**config.mk**
```make
export PLATFORM = sky130hd
export DESIGN_NAME = dram_word_packer
export DESIGN_NICKNAME = d
export VERILOG_FILES = /design/src/rtl/hyper_pkg.sv /design/src/rtl/dram_word_packer.sv
export SDC_FILE = /design/constraint.sdc
export NUM_CORES = 1
export LEC_CHECK = 0
export BUFFER_PORTS_ARGS = -buffer_cell sky130_fd_sc_hd__buf_4
export CORE_UTILIZATION = 42
export CTS_BUF_LIST = sky130_fd_sc_hd__clkbuf_4 sky130_fd_sc_hd__clkbuf_8
export DETAILED_ROUTE_END_ITERATION = 6
export PLACE_DENSITY = 0.88
export SYNTH_ARGS = -nofsm -noshare
export SYNTH_HDL_FRONTEND = slang
export SYNTH_SLANG_ARGS = --single-unit
```
**constraint.sdc**
```tcl
create_clock -name CLK -period 1.7 [get_ports CLK]
set_input_delay 0.51 -clock CLK [delete_from_list [all_inputs] [get_ports CLK]]
set_output_delay 0.51 -clock CLK [all_outputs]
set_load 0.05 [all_outputs]
```
**src/rtl/hyper_pkg.sv**
```systemverilog
`default_nettype none
// ~~~~~~~~~~~~~~~~~~~~~~~~~~~~~~~~~~~~~~~~~~~~~~~~~~~~~~~~~~~~
// Shared widths and limits for the line buffer to DRAM mover.
// ~~~~~~~~~~~~~~~~~~~~~~~~~~~~~~~~~~~~~~~~~~~~~~~~~~~~~~~~~~~~

package hyper_pkg;

	// Data path widths.
	localparam int HALF_W = 16;
	localparam int WORD_W = 32;
	localparam int BE_W = 4;

	// A halfword address carries the half select in bit 0.
	// The word (column) address is the remaining upper bits.
	localparam int ADDR_W = 12;
	localparam int COL_W = 11;

	// A single move never exceeds this many halfwords.
	localparam int MAX_BLOCK = 24;
	localparam int COUNT_W = 5;

	// Line buffer geometry.
	localparam int NUM_SECT = 4;
	localparam int SECT_W = 2;
	localparam int LSAB_DEPTH = 32;
	localparam int LSAB_PTR_W = 5;

endpackage

`default_nettype wire

```
**src/rtl/dram_word_packer.sv**
```systemverilog
`timescale 1ns/1ps
`default_nettype none
// ~~~~~~~~~~~~~~~~~~~~~~~~~~~~~~~~~~~~~~~~~~~~~~~~~~~~~~~~~~~~
// Word packer: pairs halfwords into DRAM words with byte
// enables and raises one write request per word.
// ~~~~~~~~~~~~~~~~~~~~~~~~~~~~~~~~~~~~~~~~~~~~~~~~~~~~~~~~~~~~

module dram_word_packer (
	input wire logic CLK,
	input wire logic RST,
	input wire logic [hyper_pkg::HALF_W-1:0] half_data,
	input wire logic [hyper_pkg::ADDR_W-1:0] half_address,
	input wire logic half_valid,
	input wire logic half_last,
	output logic wr_request,
	output logic [hyper_pkg::COL_W-1:0] wr_column,
	output logic [hyper_pkg::WORD_W-1:0] wr_data,
	output logic [hyper_pkg::BE_W-1:0] wr_enables
);

	// Set while the low half of wr_data holds a halfword not yet written.
	logic lo_pend;
	logic is_high;

	assign is_high = half_address[0];

	// Request and pending flag.
	always_ff @(posedge CLK)
	begin
		if (!RST)
		begin
			wr_request <= 1'b0;
			lo_pend <= 1'b0;
		end
		else
		begin
			wr_request <= 1'b0;
			if (half_valid)
			begin
				if (is_high)
				begin
					wr_request <= 1'b1;
					lo_pend <= 1'b0;
				end
				else
				begin
					// A trailing even halfword goes out on its own.
					wr_request <= half_last;
					lo_pend <= ~half_last;
				end
			end
		end
	end

	// The outgoing word doubles as the holding word.
	always_ff @(posedge CLK)
	begin
		if (half_valid)
		begin
			wr_column <= half_address[hyper_pkg::ADDR_W-1:1];
			if (is_high)
			begin
				wr_data <= {half_data, wr_data[hyper_pkg::HALF_W-1:0]};
				wr_enables <= {{(hyper_pkg::BE_W/2){1'b1}},
					{(hyper_pkg::BE_W/2){lo_pend}}};
			end
			else
			begin
				wr_data <= {{hyper_pkg::HALF_W{1'b0}}, half_data};
				wr_enables <= {{(hyper_pkg::BE_W/2){1'b0}},
					{(hyper_pkg::BE_W/2){1'b1}}};
			end
		end
	end

endmodule

`default_nettype wire

```
==> impl_metrics.json <==
{
  "yosys_warnings": 0,
  "p_per_area_mw_per_mm2": 1130,
  "io_pins": 80,
  "layout_commonest_cell": "buf_4",
  "cp.required_ps": 1190,
  "nFillCells": 246,
  "final-hold-violation-count": 0,
  "grt_max_degree": 22,
  "root_buffer": "clkbuf_8",
  "finalSetupViolCount": 0,
  "seq_area_mm2": 0.00139,
  "via_count": 956,
  "drive_above_1_share_pct": 57.5,
  "cts_tree": "yes",
  "track_usage_pct": 17.1,
  "outcome": "completed",
  "path_buf_inv": 1,
  "ant_nets": 0,
  "slew_viol_final": 0,
  "syn_avg_cell_area_um2": 21.3,
  "post-route-min-period_ps": 1420,
  "rrSetupSlack_ps": 1020,
  "path_clk_slew_ps": 80,
  "routed_via_density": 4.64,
  "grt_pass1_vias": 959,
  "synthCells": 74,
  "n_antenna_cell": 0,
  "ys_ff_latch": 47,
  "path_class": "flop to primary output",
  "routed_wirelength_mm": 3.26,
  "synth-seq-area-share_pct": 88.3,
  "hp-class": "input port to flop",
  "cp-end-kind": "primary output",
  "grt_remaining_overflow": 0,
  "critPathTopFamily": "flip-flops",
  "cts_resized": 0,
  "holdBufCountCts": 0,
  "timing.fmax_ghz": 0.705,
  "hpwl_mm": 2.36,
  "syn_area_mm2": 0.00158,
  "cp-start-kind": "flop",
  "dieHeight_um": 63.2,
  "antenna_found_initial": 0,
  "fin_nets": 191,
  "cp.arrival_ps": 910,
  "multi_input_area_um2": 155,
  "htree_levels": 2,
  "post-cts-setup-buffer-count": 0,
  "initial_core_util_pct": 45.4,
  "crit_chain": "buf_4",
  "slowest_stage": "edfxtp_1",
  "wl_per_cell_um": 15.8,
  "cap_violations": 0,
  "relSlewSlack_pct": 82.1,
  "path_max_fanout": 1,
  "cts_buffers": 5,
  "grt_pass1_wl_mm": 4.89,
  "p_total_uw": 2600,
  "worst_pin_slew_ps": 269,
  "grt_setup_unrepaired": "no",
  "final_cell_mix": "buf_4, edfxtp_1, and2_1",
  "clock_sinks": 47,
  "cpPeakStageDelay_ps": 410,
  "drtIter0Drc": 53,
  "p_leak_uw": 0.000955,
  "cts_max_path_buffers": 2,
  "synthToLayoutAreaGrowth_pct": 46.7,
  "io_buffers": 79,
  "drc_errors": 0,
  "insertion_delay_ps": 280,
  "finalClockSkew_ps": 0.262,
  "chipWidth_um": 63.2,
  "ir_drop_mv": 0.637,
  "die_area_mm2": 0.00400,
  "synth_nets": 106,
  "gp_congestion": 0.729,
  "synth_cell_types": 12,
  "rows": 21,
  "period_share_pct": 83.4,
  "core_area_mm2": 0.00347,
  "final.setup.tns_ps": 0,
  "drtPass1Iterations": 4
}
## cell families (layout without fill, tap and decap cells)
| group | Yosys count | in the layout | share of synthesized area (%) |
|---|---|---|---|
| simple gates | 22 | 22 | 8.34 |
| buf+inv | 4 | 90 | 1.99 |
| compound gates | 1 | 1 | 1.35 |
| flops | 47 | 47 | 88.3 |
## where the power goes
group / switching [uW] / internal (uW)
Combinational: 379 / 166
Sequential: 27.1 / 1360
Clock: 328 / 340
## worst paths after layout
check,startpoint,endpoint,cells past startpoint
setup / recovery,wr_data[4],wr_data[4],1
hold / removal,half_address[5],wr_column[4],1
setup reg to reg,lo_pend,wr_enables[0],1
hold reg to reg,lo_pend,wr_enables[0],1
## area by class of cell
class,count,share of cell area (%)
Sequential cell,47,60.2
Timing Repair Buffer,82,26.6
Multi-Input combinational cell,23,6.71
Clock buffer,8,3.95
Tap cell,46,2.49
## stage by stage
step	instance area, um^2	util, %	instances	hold slack, ps	setup slack [ps]
after detailed placement	2220	64.0	198	509	325
final	2310	66.6	206	398	282
after global placement	2220	64.0	198	498	351
after global routing	2310	66.6	206	376	246
after floorplan	1580	-	74	488	225
after CTS	2310	66.6	206	389	274
## registers in the layout (all words and copies together), names as in the netlist
signal,count
lo_pend,1
wr_enables,2
wr_request,1
wr_column,11
wr_data,32
## per-layer routing
metal  vias to the layer above  global-route usage (%)  wire, um
met5                         -                       0         0
met4                         0                    8.52        47
met3                         5                    6.16       301
met2                        65                    27.4      1590
met1                       450                    20.3      1310
li1                        436                       -         -
## synthesized netlist by cell type
library cell	instances	area, um^2
and2_1	16	100
buf_2	1	5.00
buf_4	2	15.0
buf_6	1	11.3
dfxtp_1	2	40.0
edfxtp_1	45	1350
nand2_1	1	3.75
nand2b_1	1	6.26
nand3b_1	1	7.51
nor2_1	2	7.51
nor2b_1	1	6.26
o31ai_4	1	21.3
(Power assumes the default switching activity.)
