`config.mk`:
```
export PLATFORM = sky130hd
export DESIGN_NAME = hyper_mvblck_todram
export DESIGN_NICKNAME = d
export VERILOG_FILES = /design/src/rtl/hyper_pkg.sv /design/src/rtl/hyper_mvblck_todram.sv
export SDC_FILE = /design/constraint.sdc
export NUM_CORES = 1
export LEC_CHECK = 0
export ABC_AREA = 1
export BUFFER_PORTS_ARGS = -buffer_cell sky130_fd_sc_hd__buf_2
export CELL_PAD_IN_SITES_DETAIL_PLACEMENT = 1
export CELL_PAD_IN_SITES_GLOBAL_PLACEMENT = 1
export CORE_ASPECT_RATIO = 0.75
export CORE_MARGIN = 2
export CORE_UTILIZATION = 30
export DETAILED_ROUTE_END_ITERATION = 10
export PLACE_DENSITY_LB_ADDON = 0.1
export SLEW_MARGIN = 30
export SYNTH_ARGS = -nofsm -noshare
export SYNTH_HDL_FRONTEND = slang
export SYNTH_SLANG_ARGS = --single-unit
```
`constraint.sdc`:
```
create_clock -name CLK -period 3.05 [get_ports CLK]
set_clock_uncertainty 0.2 [all_clocks]
set_input_delay 0.305 -clock CLK [delete_from_list [all_inputs] [get_ports CLK]]
set_output_delay 0.305 -clock CLK [all_outputs]
set_load 0.005 [all_outputs]
```
`src/rtl/hyper_pkg.sv`:
```
`default_nettype none
// ~~~~~~~~~~~~~~~~~~~~~~~~~~~~~~~~~~~~~~~~~~~~~~~~~~~~~~~~~~~~
// Shared widths and limits for the line buffer to DRAM mover.
// ~~~~~~~~~~~~~~~~~~~~~~~~~~~~~~~~~~~~~~~~~~~~~~~~~~~~~~~~~~~~

package hyper_pkg;

	// Data path widths.
	localparam int HALF_W = 16;
	localparam int WORD_W = 32;
	localparam int BE_W = 4;

	// A halfword address carries the half select in bit 0.
	// The word (column) address is the remaining upper bits.
	localparam int ADDR_W = 12;
	localparam int COL_W = 11;

	// A single move never exceeds this many halfwords.
	localparam int MAX_BLOCK = 24;
	localparam int COUNT_W = 5;

	// Line buffer geometry.
	localparam int NUM_SECT = 4;
	localparam int SECT_W = 2;
	localparam int LSAB_DEPTH = 32;
	localparam int LSAB_PTR_W = 5;

endpackage

`default_nettype wire

```
`src/rtl/hyper_mvblck_todram.sv`:
```
`timescale 1ns/1ps
`default_nettype none
// ~~~~~~~~~~~~~~~~~~~~~~~~~~~~~~~~~~~~~~~~~~~~~~~~~~~~~~~~~~~~
// Block mover: pops halfwords from one line buffer section and
// hands them on with their DRAM halfword address.
// ~~~~~~~~~~~~~~~~~~~~~~~~~~~~~~~~~~~~~~~~~~~~~~~~~~~~~~~~~~~~

module hyper_mvblck_todram (
	input wire logic CLK,
	input wire logic RST,
	input wire logic [hyper_pkg::ADDR_W-1:0] start_address,
	input wire logic [hyper_pkg::COUNT_W-1:0] count,
	input wire logic [hyper_pkg::SECT_W-1:0] section,
	input wire logic issue,
	input wire logic [hyper_pkg::NUM_SECT-1:0] empty_flags,
	input wire logic [hyper_pkg::HALF_W-1:0] head_data,
	output logic pop,
	output logic [hyper_pkg::SECT_W-1:0] pop_section,
	output logic [hyper_pkg::HALF_W-1:0] half_data,
	output logic [hyper_pkg::ADDR_W-1:0] half_address,
	output logic half_valid,
	output logic half_last,
	output logic working,
	output logic [hyper_pkg::COUNT_W-1:0] count_sent,
	output logic done
);

	// Move state, latched on an accepted issue.
	logic busy;
	logic [hyper_pkg::SECT_W-1:0] sect_q;
	logic [hyper_pkg::ADDR_W-1:0] addr_q;
	logic [hyper_pkg::COUNT_W-1:0] count_q;
	logic [hyper_pkg::COUNT_W-1:0] sent_q;

	logic sel_empty;
	logic pop_ok;
	logic end_move;

	// First delay stage between the end of a move and done.
	logic end_d1;

	// ~~~~~~~~~~~~~~~~~~~~~~~~~~~~~~~~~~~~~~~~~~~~~~~~~~~~~~~~~~~~
	// Pop decision
	// ~~~~~~~~~~~~~~~~~~~~~~~~~~~~~~~~~~~~~~~~~~~~~~~~~~~~~~~~~~~~

	assign sel_empty = empty_flags[sect_q];

	// One pop per cycle while data remains and the count is not reached.
	assign pop_ok = busy && !sel_empty && (sent_q < count_q);

	// The first busy cycle without a pop ends the move.
	assign end_move = busy && !pop_ok;

	assign pop = pop_ok;
	assign pop_section = sect_q;

	// The halfword on the output is the final one when no pop follows it.
	// This covers both a reached count and a section running dry.
	assign half_last = half_valid && !pop_ok;

	// ~~~~~~~~~~~~~~~~~~~~~~~~~~~~~~~~~~~~~~~~~~~~~~~~~~~~~~~~~~~~
	// Control
	// ~~~~~~~~~~~~~~~~~~~~~~~~~~~~~~~~~~~~~~~~~~~~~~~~~~~~~~~~~~~~

	always_ff @(posedge CLK)
	begin
		if (!RST)
		begin
			busy <= 1'b0;
			sect_q <= '0;
			addr_q <= '0;
			count_q <= '0;
			sent_q <= '0;
			count_sent <= '0;
			half_valid <= 1'b0;
			end_d1 <= 1'b0;
			done <= 1'b0;
			working <= 1'b0;
		end
		else
		begin
			half_valid <= pop_ok;

			// Done trails the end of the move by two registers.
			end_d1 <= end_move;
			done <= end_d1;

			if (!working && issue)
			begin
				busy <= 1'b1;
				working <= 1'b1;
				sect_q <= section;
				addr_q <= start_address;
				count_q <= count;
				sent_q <= '0;
			end
			else if (busy)
			begin
				if (pop_ok)
				begin
					addr_q <= addr_q + 1'b1;
					sent_q <= sent_q + 1'b1;
				end
				else
				begin
					busy <= 1'b0;
					count_sent <= sent_q;
				end
			end

			// Working drops together with the rise of done.
			if (end_d1)
				working <= 1'b0;
		end
	end

	// ~~~~~~~~~~~~~~~~~~~~~~~~~~~~~~~~~~~~~~~~~~~~~~~~~~~~~~~~~~~~
	// Halfword payload
	// ~~~~~~~~~~~~~~~~~~~~~~~~~~~~~~~~~~~~~~~~~~~~~~~~~~~~~~~~~~~~

	// Capture the head entry at the same edge that removes it.
	always_ff @(posedge CLK)
	begin
		if (pop_ok)
		begin
			half_data <= head_data;
			half_address <= addr_q;
		end
	end

endmodule

`default_nettype wire

```
==> flow_summary.yaml <==
yosys:
  synth_top_family_by_area: "simple AND/OR/NAND/NOR gates"
  ys_seq_area_share_pct: 55.9
  synth_fa_ha_area_share_pct: 2.76
  synth_xor_area_share_pct: 1.61
  synth_warnings: 0
  synth_cell_types: 25
  synth-compound-area-share_pct: 6.76
  syn_area_per_cell_um2: 8.56
  synth_mux_area_share_pct: 0
  synth_simple_gate_area_share_pct: 25.1
  ys_seq_elements: 62
  synth_nets: 366
  synthCells: 318
  netlist_area_um2: 2720
worst_setup_path:
  slowest_stage: "nor2_4"
  max_stage_delay_ns: 0.50
  path_class: "flop to primary output"
  worst_setup_path_end_kind: "primary output"
  cp-start-kind: "flop"
  cpLargestDelayFamily: "simple AND/OR/NAND/NOR gates"
  critPathBufInv: 3
  cp_max_fo: 20
  cp_cell_sequence: "inv_1 > ha_1 > nand2_1 > inv_1 > nand2_1 > nand3_1 > nor2_4 > nor2_1 > buf_2"
  cp.arrival_ns: 2.09
  required_ns: 2.54
layout:
  layout-drive-gt1-share_pct: 27.3
  area_delta_synth_final_pct: 36.1
  final_cell_mix: "nand2_1, buf_2, inv_1, dfxtp_1, nor2_1"
  multi_input_area_um2: 987
  nFillCells: 1093
  layout_commonest_cell: "nand2_1"
  fin_nets: 472
  insertedDiodeCount: 0
  seqCellArea_um2: 1520
pwr:
  leakage_nw: 1.70
  ir_drop_mv: 0.285
  total_power_mw: 2.16
  p_per_area_nw_per_um2: 584
die:
  die_x_um: 114
  die_area_um2: 9860
  io-pin-count: 82
  coreArea_um2: 8930
  rows: 30
  die_h_um: 86.5
  start_util_pct: 30.5
cts:
  cts_max_path_buffers: 2
  cts_buffers: 9
  cts_root_buf: "clkbuf_16"
  clk_pin_slew_ns: 0.06
  h-tree-depth: 3
  cts_resized: 0
  cts.sinks: 62
  clk_latency_ns: 0.34
  tritoncts: "yes"
detailed_routing:
  drc_errors: 0
  drt_iter0_drc: 119
  drt_pass1_iterations: 4
  drtAntennaViolNets: 0
  wl_per_cell_um: 13.6
  detail_route.vias_per_cell: 4.45
  vias: 2405
  totalWireLength_mm: 7.34
global_routing:
  antenna_found_initial: 0
  grt_max_degree: 25
  grt.total_usage_pct: 16.2
  grt_overflow: 0
  grt_pass1_vias: 2467
  grt_pass1_wl_mm: 12.3
placed_design:
  gp_congestion: 0.767
  portBuffers: 81
  hpwl_mm: 5.24
timing:
  rsz0062_at_grt: "no"
  fin_tns_setup_ns: 0
  period_minus_slack_ns: 2.59
  finalHoldViolations: 0
  timing.final.crit_share_pct: 84.9
  slew_viol_final: 0
  fmax_mhz: 386
  worst_pin_slew_ns: 0.583
  max_slew_margin_pct: 61.0
  final-setup-viol-count: 0
run:
  maxCapViolCount: 0
min_path:
  worst_hold_path_type: "input pin to flop"
status:
  outcome: "finished, final reports clean"
-- layer usage --
| metal | track usage (%) | part of all wire (%) | vias up |
|---|---|---|---|
| li1 | - | - | 1234 |
| met2 | 24.5 | 41 | 70 |
| met4 | 5.65 | 1.0 | 0 |
| met5 | 0 | 0 | - |
| met1 | 22.2 | 52 | 1091 |
| met3 | 4.90 | 6.0 | 10 |
-- stage by stage --
step / utilization (%) / instance area [µm²] / worst slack (ns) / hold slack, ns / cells
floorplan: - / 2720 / 0.850 / 0.200 / 318
global placement: 36.6 / 3270 / 0.812 / 0.216 / 509
detailed placement: 36.6 / 3270 / 0.682 / 0.221 / 509
CTS: 41.5 / 3700 / 0.410 / 0.0227 / 541
global route: 41.5 / 3700 / 0.270 / 0.0694 / 541
finish: 41.5 / 3700 / 0.460 / 0.0396 / 541
-- cell usage after synthesis --
cell,count,area (µm²)
dfxtp_1,34,681
nand3_1,23,115
inv_1,40,150
edfxtp_1,28,841
a21oi_2,1,8.76
nor2_2,3,18.8
nor2_1,32,120
nand3_2,2,20.0
buf_6,1,11.3
nand2_2,1,6.26
o21ai_0,20,100
inv_2,3,11.3
a21oi_1,14,70.1
xnor2_1,2,17.5
nor3_1,2,10.0
xor2_1,3,26.3
ha_1,6,75.1
nand4_1,6,37.5
nor2_4,3,33.8
nand2_1,84,315
o21ai_1,1,5.00
buf_4,2,15.0
clkbuf_1,3,11.3
buf_2,3,15.0
nand3b_1,1,7.51
-- power by group --
group | total (mW) | internal, mW | switching, mW
registers | 0.967 | 0.929 | 0.0384
clock network | 0.932 | 0.549 | 0.383
logic | 0.264 | 0.112 | 0.152
-- cell type report --
| class | count | area share, % |
|---|---|---|
| Multi-Input combinational cell | 204 | 26.6 |
| Sequential cell | 62 | 41.1 |
| Clock inverter | 7 | 1.38 |
| Timing Repair Buffer | 104 | 16.7 |
| Inverter | 43 | 4.36 |
| Clock buffer | 9 | 6.08 |
| Tap cell | 112 | 3.78 |
-- kinds of logic after synthesis --
group                    count (synthesis)
XOR/XNOR                                 5
adder cells (fa/ha/maj)                  6
AO/OA/AOI/OAI                           36
AND/OR/NAND/NOR                        157
flip-flops                              62
buffers and inverters                   52
-- final timing paths --
check,endpoint,cells past startpoint,from,slack (ns)
max,half_last,9,count_q[4]$_SDFFE_PN0P_,0.46
min,count_q[0]$_SDFFE_PN0P_,3,count[0],0.04
max reg2reg,addr_q[10]$_SDFFE_PN0P_,11,count_q[4]$_SDFFE_PN0P_,0.70
min reg2reg,working$_SDFFE_PP0P_,1,end_d1$_SDFF_PN0_,0.23
-- worst min-delay path, cell delays in order --
cell    delay, ns
buf_2        0.09
nor2_1       0.04
nor2_1       0.10
-- repair_timing --
action                                  CTS  global route
hold endpoints to repair                 16             0
endpoints found under the setup margin    0             0
buffers inserted                          0             0
hold buffers                             16             0
-- state kept, by name, indices dropped and copies added (netlist names) --
signal / flops
addr_q: 12
end_d1: 1
count_q: 5
busy: 1
half_address: 12
count_sent: 5
working: 1
done: 1
half_valid: 1
sent_q: 5
pop_section: 2
half_data: 16
No activity file was read; power rests on OpenSTA's default activity.
