### config.mk
export PLATFORM = sky130hd
export DESIGN_NAME = lsab_sections
export DESIGN_NICKNAME = d
export VERILOG_FILES = /design/src/rtl/hyper_pkg.sv /design/src/rtl/lsab_sections.sv
export SDC_FILE = /design/constraint.sdc
export NUM_CORES = 2
export LEC_CHECK = 0
export BUFFER_PORTS_ARGS = -buffer_cell sky130_fd_sc_hd__buf_2
export CAP_MARGIN = 20
export CORE_MARGIN = 1.5
export CORE_UTILIZATION = 45
export CTS_BUF_LIST = sky130_fd_sc_hd__clkbuf_8 sky130_fd_sc_hd__clkbuf_16
export DETAILED_ROUTE_END_ITERATION = 7
export PLACE_DENSITY = 0.57
export SLEW_MARGIN = 40
export SYNTH_ARGS = -nofsm -noshare
export SYNTH_HDL_FRONTEND = slang
export SYNTH_SLANG_ARGS = --single-unit
export TNS_END_PERCENT = 20
### constraint.sdc
create_clock -name CLK -period 3.7 [get_ports CLK]
set_input_delay 0 -clock CLK [delete_from_list [all_inputs] [get_ports CLK]]
set_output_delay 0 -clock CLK [all_outputs]
set_load 0.01 [all_outputs]
### src/rtl/hyper_pkg.sv
`default_nettype none
// ~~~~~~~~~~~~~~~~~~~~~~~~~~~~~~~~~~~~~~~~~~~~~~~~~~~~~~~~~~~~
// Shared widths and limits for the line buffer to DRAM mover.
// ~~~~~~~~~~~~~~~~~~~~~~~~~~~~~~~~~~~~~~~~~~~~~~~~~~~~~~~~~~~~

package hyper_pkg;

	// Data path widths.
	localparam int HALF_W = 16;
	localparam int WORD_W = 32;
	localparam int BE_W = 4;

	// A halfword address carries the half select in bit 0.
	// The word (column) address is the remaining upper bits.
	localparam int ADDR_W = 12;
	localparam int COL_W = 11;

	// A single move never exceeds this many halfwords.
	localparam int MAX_BLOCK = 24;
	localparam int COUNT_W = 5;

	// Line buffer geometry.
	localparam int NUM_SECT = 4;
	localparam int SECT_W = 2;
	localparam int LSAB_DEPTH = 32;
	localparam int LSAB_PTR_W = 5;

endpackage

`default_nettype wire

### src/rtl/lsab_sections.sv
`timescale 1ns/1ps
`default_nettype none
// ~~~~~~~~~~~~~~~~~~~~~~~~~~~~~~~~~~~~~~~~~~~~~~~~~~~~~~~~~~~~
// Line buffer with four show-ahead halfword FIFOs.
// One shared write port, one pop port that picks a section.
// ~~~~~~~~~~~~~~~~~~~~~~~~~~~~~~~~~~~~~~~~~~~~~~~~~~~~~~~~~~~~

module lsab_sections (
	input wire logic CLK,
	input wire logic RST,
	input wire logic wr,
	input wire logic [hyper_pkg::SECT_W-1:0] wr_section,
	input wire logic [hyper_pkg::HALF_W-1:0] wr_data,
	input wire logic pop,
	input wire logic [hyper_pkg::SECT_W-1:0] pop_section,
	output logic [hyper_pkg::NUM_SECT-1:0] empty_flags,
	output logic [hyper_pkg::HALF_W-1:0] head_data
);

	// Storage for all sections, indexed by section then entry.
	logic [hyper_pkg::HALF_W-1:0] mem [hyper_pkg::NUM_SECT][hyper_pkg::LSAB_DEPTH];

	// Per-section pointers and occupancy.
	// Occupancy is one bit wider than a pointer so that full is visible.
	logic [hyper_pkg::LSAB_PTR_W-1:0] rd_ptr [hyper_pkg::NUM_SECT];
	logic [hyper_pkg::LSAB_PTR_W-1:0] wr_ptr [hyper_pkg::NUM_SECT];
	logic [hyper_pkg::LSAB_PTR_W:0] occ [hyper_pkg::NUM_SECT];

	logic [hyper_pkg::NUM_SECT-1:0] push_en;
	logic [hyper_pkg::NUM_SECT-1:0] pop_en;

	// ~~~~~~~~~~~~~~~~~~~~~~~~~~~~~~~~~~~~~~~~~~~~~~~~~~~~~~~~~~~~
	// Section decode
	// ~~~~~~~~~~~~~~~~~~~~~~~~~~~~~~~~~~~~~~~~~~~~~~~~~~~~~~~~~~~~

	// A push into a full section is dropped here.
	// A pop from an empty section is ignored as well.
	always_comb
	begin
		for (int s = 0; s < hyper_pkg::NUM_SECT; s++)
		begin
			empty_flags[s] = (occ[s] == '0);
			push_en[s] = wr && (int'(wr_section) == s) &&
				(occ[s] != (hyper_pkg::LSAB_PTR_W+1)'(hyper_pkg::LSAB_DEPTH));
			pop_en[s] = pop && (int'(pop_section) == s) && (occ[s] != '0);
		end
	end

	// Show-ahead: the oldest entry of the selected section.
	assign head_data = mem[pop_section][rd_ptr[pop_section]];

	// ~~~~~~~~~~~~~~~~~~~~~~~~~~~~~~~~~~~~~~~~~~~~~~~~~~~~~~~~~~~~
	// Pointer and occupancy update
	// ~~~~~~~~~~~~~~~~~~~~~~~~~~~~~~~~~~~~~~~~~~~~~~~~~~~~~~~~~~~~

	always_ff @(posedge CLK)
	begin
		if (!RST)
		begin
			for (int s = 0; s < hyper_pkg::NUM_SECT; s++)
			begin
				rd_ptr[s] <= '0;
				wr_ptr[s] <= '0;
				occ[s] <= '0;
			end
		end
		else
		begin
			for (int s = 0; s < hyper_pkg::NUM_SECT; s++)
			begin
				// Pointers wrap on their own since the depth is a power of two.
				if (push_en[s])
					wr_ptr[s] <= wr_ptr[s] + 1'b1;
				if (pop_en[s])
					rd_ptr[s] <= rd_ptr[s] + 1'b1;

				// A push and a pop in the same cycle leave occupancy as it is.
				case ({push_en[s], pop_en[s]})
					2'b10: occ[s] <= occ[s] + 1'b1;
					2'b01: occ[s] <= occ[s] - 1'b1;
					default: occ[s] <= occ[s];
				endcase
			end
		end
	end

	// The entry array itself.
	always_ff @(posedge CLK)
	begin
		if (push_en[wr_section])
			mem[wr_section][wr_ptr[wr_section]] <= wr_data;
	end

endmodule

`default_nettype wire

==> summary.md <==
| Metric | Value |
|---|---|
| Run status | `finished with violations` |
| Violated checks | `setup timing` |
| Remaining DRCs | `0` |
| DP Worst Slack | `between 100 and 150 ps` |
| Clock sinks | `2112` |
| Initial antenna violation count | `7` |
| Fill count | `between 10000 and 15000` |
| Root Driver | `clkbuf_16` |
| RSZ-0062 raised after global routing | `yes` |
| Vias | `between 40000 and 50000` |
| Synth Instances | `3853` |
| Share of flip-flops with an asynchronous set or reset | `0%` |
| Cell Pwr Density | `533.6 mW/mm2` |
| Area growth syn-to-layout | `17.72%` |
| Post-route insts no fill | `6897` |
| Most used cell, CP | `clkbuf_16` |
| Cell area after synthesis | `0.08290 mm2` |
| Hold Crit Class | `in2reg` |
| Final worst path period need | `slightly below 4000 ps` |
| Core area | `0.1831 mm2` |
| Final ANT Viol Nets | `0` |
| Via density | `5.815` |
| Final worst slack | `-162.1 ps` |
| Worst slew pin tran | `approximately 840 ps` |
| Vias in the first global route | `40430` |
| Crit path launch type | `register` |
| Warnings, synthesis | `0` |
| Drt pass-1 iters | `7` |
| Largest net degree at the start of global routing | `129` |
| Worst Clk Skew | `52.18 ps` |
| Sequential-to-total area share from yosys stat | `76.50%` |
| IO Count | `44` |
| Die X-Extent | `432.2 um` |
| RD Place Congestion | `0.8204` |
| Final total power | `0.05208 W` |
| Fin crit share | `104.4%` |
| Synth top area cells | `edfxtp_1 77%, mux4_2 14%, mux2i_1 2.2%` |
| Post-synth top flop | `edfxtp_1` |
| Leading area contributor after synthesis | `edfxtp_1` |
| Placed Cells | `6440` |
| Initial DRC count | `4071` |
| CP Max Fanout | `17` |
| Total CTS buffers | `215` |
| Slew HR | `43.82%` |
| VDD IR max | `0.4916 mV` |
| Setup TNS | `-1788 ps` |
| Clock Latency Late Sink | `850 ps` |
| First-pass GRT wire length | `around 290000 um` |
| Mapped Nets | `roughly 4000` |
| WL/cell | `29.68 um` |
| Seq cells post-synth | `2112` |
| Slowest stage cell on the critical path | `mux4_4` |
| Cell leakage power | `roughly 31 nW` |
| IO Port Bufs | `43` |
| Final nets | `4309` |
| Final Hold Fails | `0` |
| Setup Crit Path Kind | `reg2out` |
| Crit path cell chain | `mux4_4, buf_12, clkbuf_16, clkbuf_16, mux2i_1, a21oi_1, a31oi_4, o221ai_4, buf_6` |
| CTS tree | `done` |
| Die Y | `432.2 um` |
| Grt ovf | `0` |
| Synth top area share | `76.50%` |
| Avg Cell Area, Syn | `21.52 um2` |
| Global Route Usage Sum | `21.79%` |
| Layout cell share with drive strength beyond 1 | `32.08%` |
| Max incr delay on CP | `630 ps` |
| WL final | `204700 um` |
| Die ar. | `0.1868 mm2` |
| Max frequency | `0.2589 GHz` |
| Site row count | `between 150 and 200` |
| Final number of max-transition violations | `0` |
| # Max-Cap Violations | `0` |
| DP HPWL | `118200 um` |
| EDFF count, synth | `~2100` |
| Yosys cell types | `54` |
| Crit path required time | `3700 ps` |
| Setup crit end kind | `primary output` |
| CTS clk-pin slew, worst paths | `60 ps` |
| Worst Path Arrival | `3860 ps` |
| Initial Util | `between 40% and 50%` |
| Max clock buf depth | `3` |
| Final setup fails | `16` |
| H-tree depth | `4` |
[critical path: cells and delay by family (launching register included)]
kind	cells	cell delay, ps
muxes	2	1010
buffers and inverters	4	790
DFF	1	420
AOI/OAI and AO/OA	3	770
[path summary, 6_finish.rpt]
path                                      to                  startpoint  depth (start not counted)  slack (ps)
setup reg to reg         occ[3][3]$_DFFE_PP_         occ[3][1]$_DFFE_PP_                         11         230
setup / recovery                head_data[7]  rd_ptr[2][0]$_SDFFCE_PN0P_                          9        -160
hold reg to reg   wr_ptr[0][0]$_SDFFCE_PN0P_  wr_ptr[0][0]$_SDFFCE_PN0P_                          1         620
hold / removal    wr_ptr[0][1]$_SDFFCE_PN0P_               wr_section[1]                          4         100
[what timing repair did]
action                                  4_1_cts  5_1_grt
hold buffers                                 26        0
endpoints found under the hold margin      1522        0
endpoints found under the setup margin       16       17
cloned                                        6       12
gates resized for setup                     149      150
pin swaps                                    17       42
setup buffers                                12       18
[through the flow]
step	utilization [%]	hold slack (ps)	cell area, um2
final	53.30	99.21	97590
after floorplan	-	98.87	82900
after CTS	52.60	41.54	96300
after detailed placement	48.13	299.0	88120
after global placement	48.07	293.3	88000
after global routing	53.30	118.8	97590
[layout make-up]
class	count	area [um2]	area share [%]
clock inverter	164	1340	1.373
antenna	1	2.502	0.002564
tap	2464	3083	3.159
inverter	18	67.56	0.06923
timing repair buffer	411	4220	4.325
multi-input combinational	1506	19930	20.42
sequential	2112	63420	64.99
clock buffer	221	5530	5.667
[power breakdown]
group	internal, W	switching (W)	leakage [nW]	total, W
logic	0.00172	0.00267	8.28	0.00440
registers	0.0265	0.0000704	19.1	0.0265
clock network	0.0121	0.00906	3.54	0.0211
[cells in the final DEF (no fill, tap or decap), types with 10 or more instances in the layout]
master / synthesis / layout
nor2b_1: 79 / 62
and3_1: 10 / 10
buf_4: 28 / 270
bufinv_16: 0 / 19
a2111oi_4: 0 / 14
mux4_2: 522 / 519
a22o_2: 0 / 11
nor2b_2: 0 / 13
mux2i_1: 185 / 151
xor2_1: 24 / 24
mux2i_2: 0 / 25
o221ai_4: 0 / 10
edfxtp_1: 2112 / 2112
nand3_1: 20 / 19
a21oi_1: 82 / 62
nor2_4: 0 / 12
nor2_1: 197 / 179
dlygate4sd3_1: 0 / 26
a211oi_1: 105 / 40
clkbuf_16: 0 / 233
a211oi_2: 0 / 59
buf_2: 88 / 19
clkinv_2: 0 / 25
buf_6: 6 / 26
a22oi_1: 16 / 13
buf_12: 0 / 42
inv_1: 18 / 71
clkinv_1: 0 / 48
xnor2_1: 17 / 17
ha_1: 21 / 21
nand2_1: 82 / 78
a21oi_2: 0 / 17
a31oi_4: 0 / 11
[routing by layer]
metal,global-route usage (%),routed length [um],vias up
met2,34.42,98730,1304
met1,31.72,88420,21580
met5,0,13,-
met4,5.882,4703,2
li1,-,-,16960
met3,3.438,12820,256
[kinds of logic (layout without fill, tap and decap cells)]
family / after synthesis / after routing / share of synthesized area (%)
flip-flops: 2112 / 2112 / 76.50
multiplexers: 707 / 707 / 16.42
XOR/XNOR: 41 / 41 / 0.4332
AO/OA/AOI/OAI: 299 / 299 / 2.504
buffers and inverters: 236 / 814 / 1.383
other: 0 / 1 / 0
adder cells (fa/ha/maj): 21 / 21 / 0.3170
AND/OR/NAND/NOR: 437 / 438 / 2.444
[registers in the layout, summed over array words and instances (netlist names)]
register / cells
occ: 24
wr_ptr: 20
mem: 2048
rd_ptr: 20
[cells in the mapped netlist (all sizes together), types with 3 or more instances]
cell / number
a2111oi: 15
a211oi: 105
a21oi: 82
a221oi: 3
a22o: 18
a22oi: 16
a31oi: 17
and2: 4
and3: 10
buf: 141
clkbuf: 77
edfxtp: 2112
ha: 21
inv: 18
mux2i: 185
mux4: 522
nand2: 82
nand2b: 6
nand3: 20
nand3b: 3
nand4: 4
nor2: 197
nor2b: 79
nor3: 9
nor4: 5
o21ai: 11
o221ai: 16
o31ai: 3
o41ai: 3
or2: 3
or3: 6
xnor2: 17
xor2: 24
No activity file was read; power rests on OpenSTA's default activity.
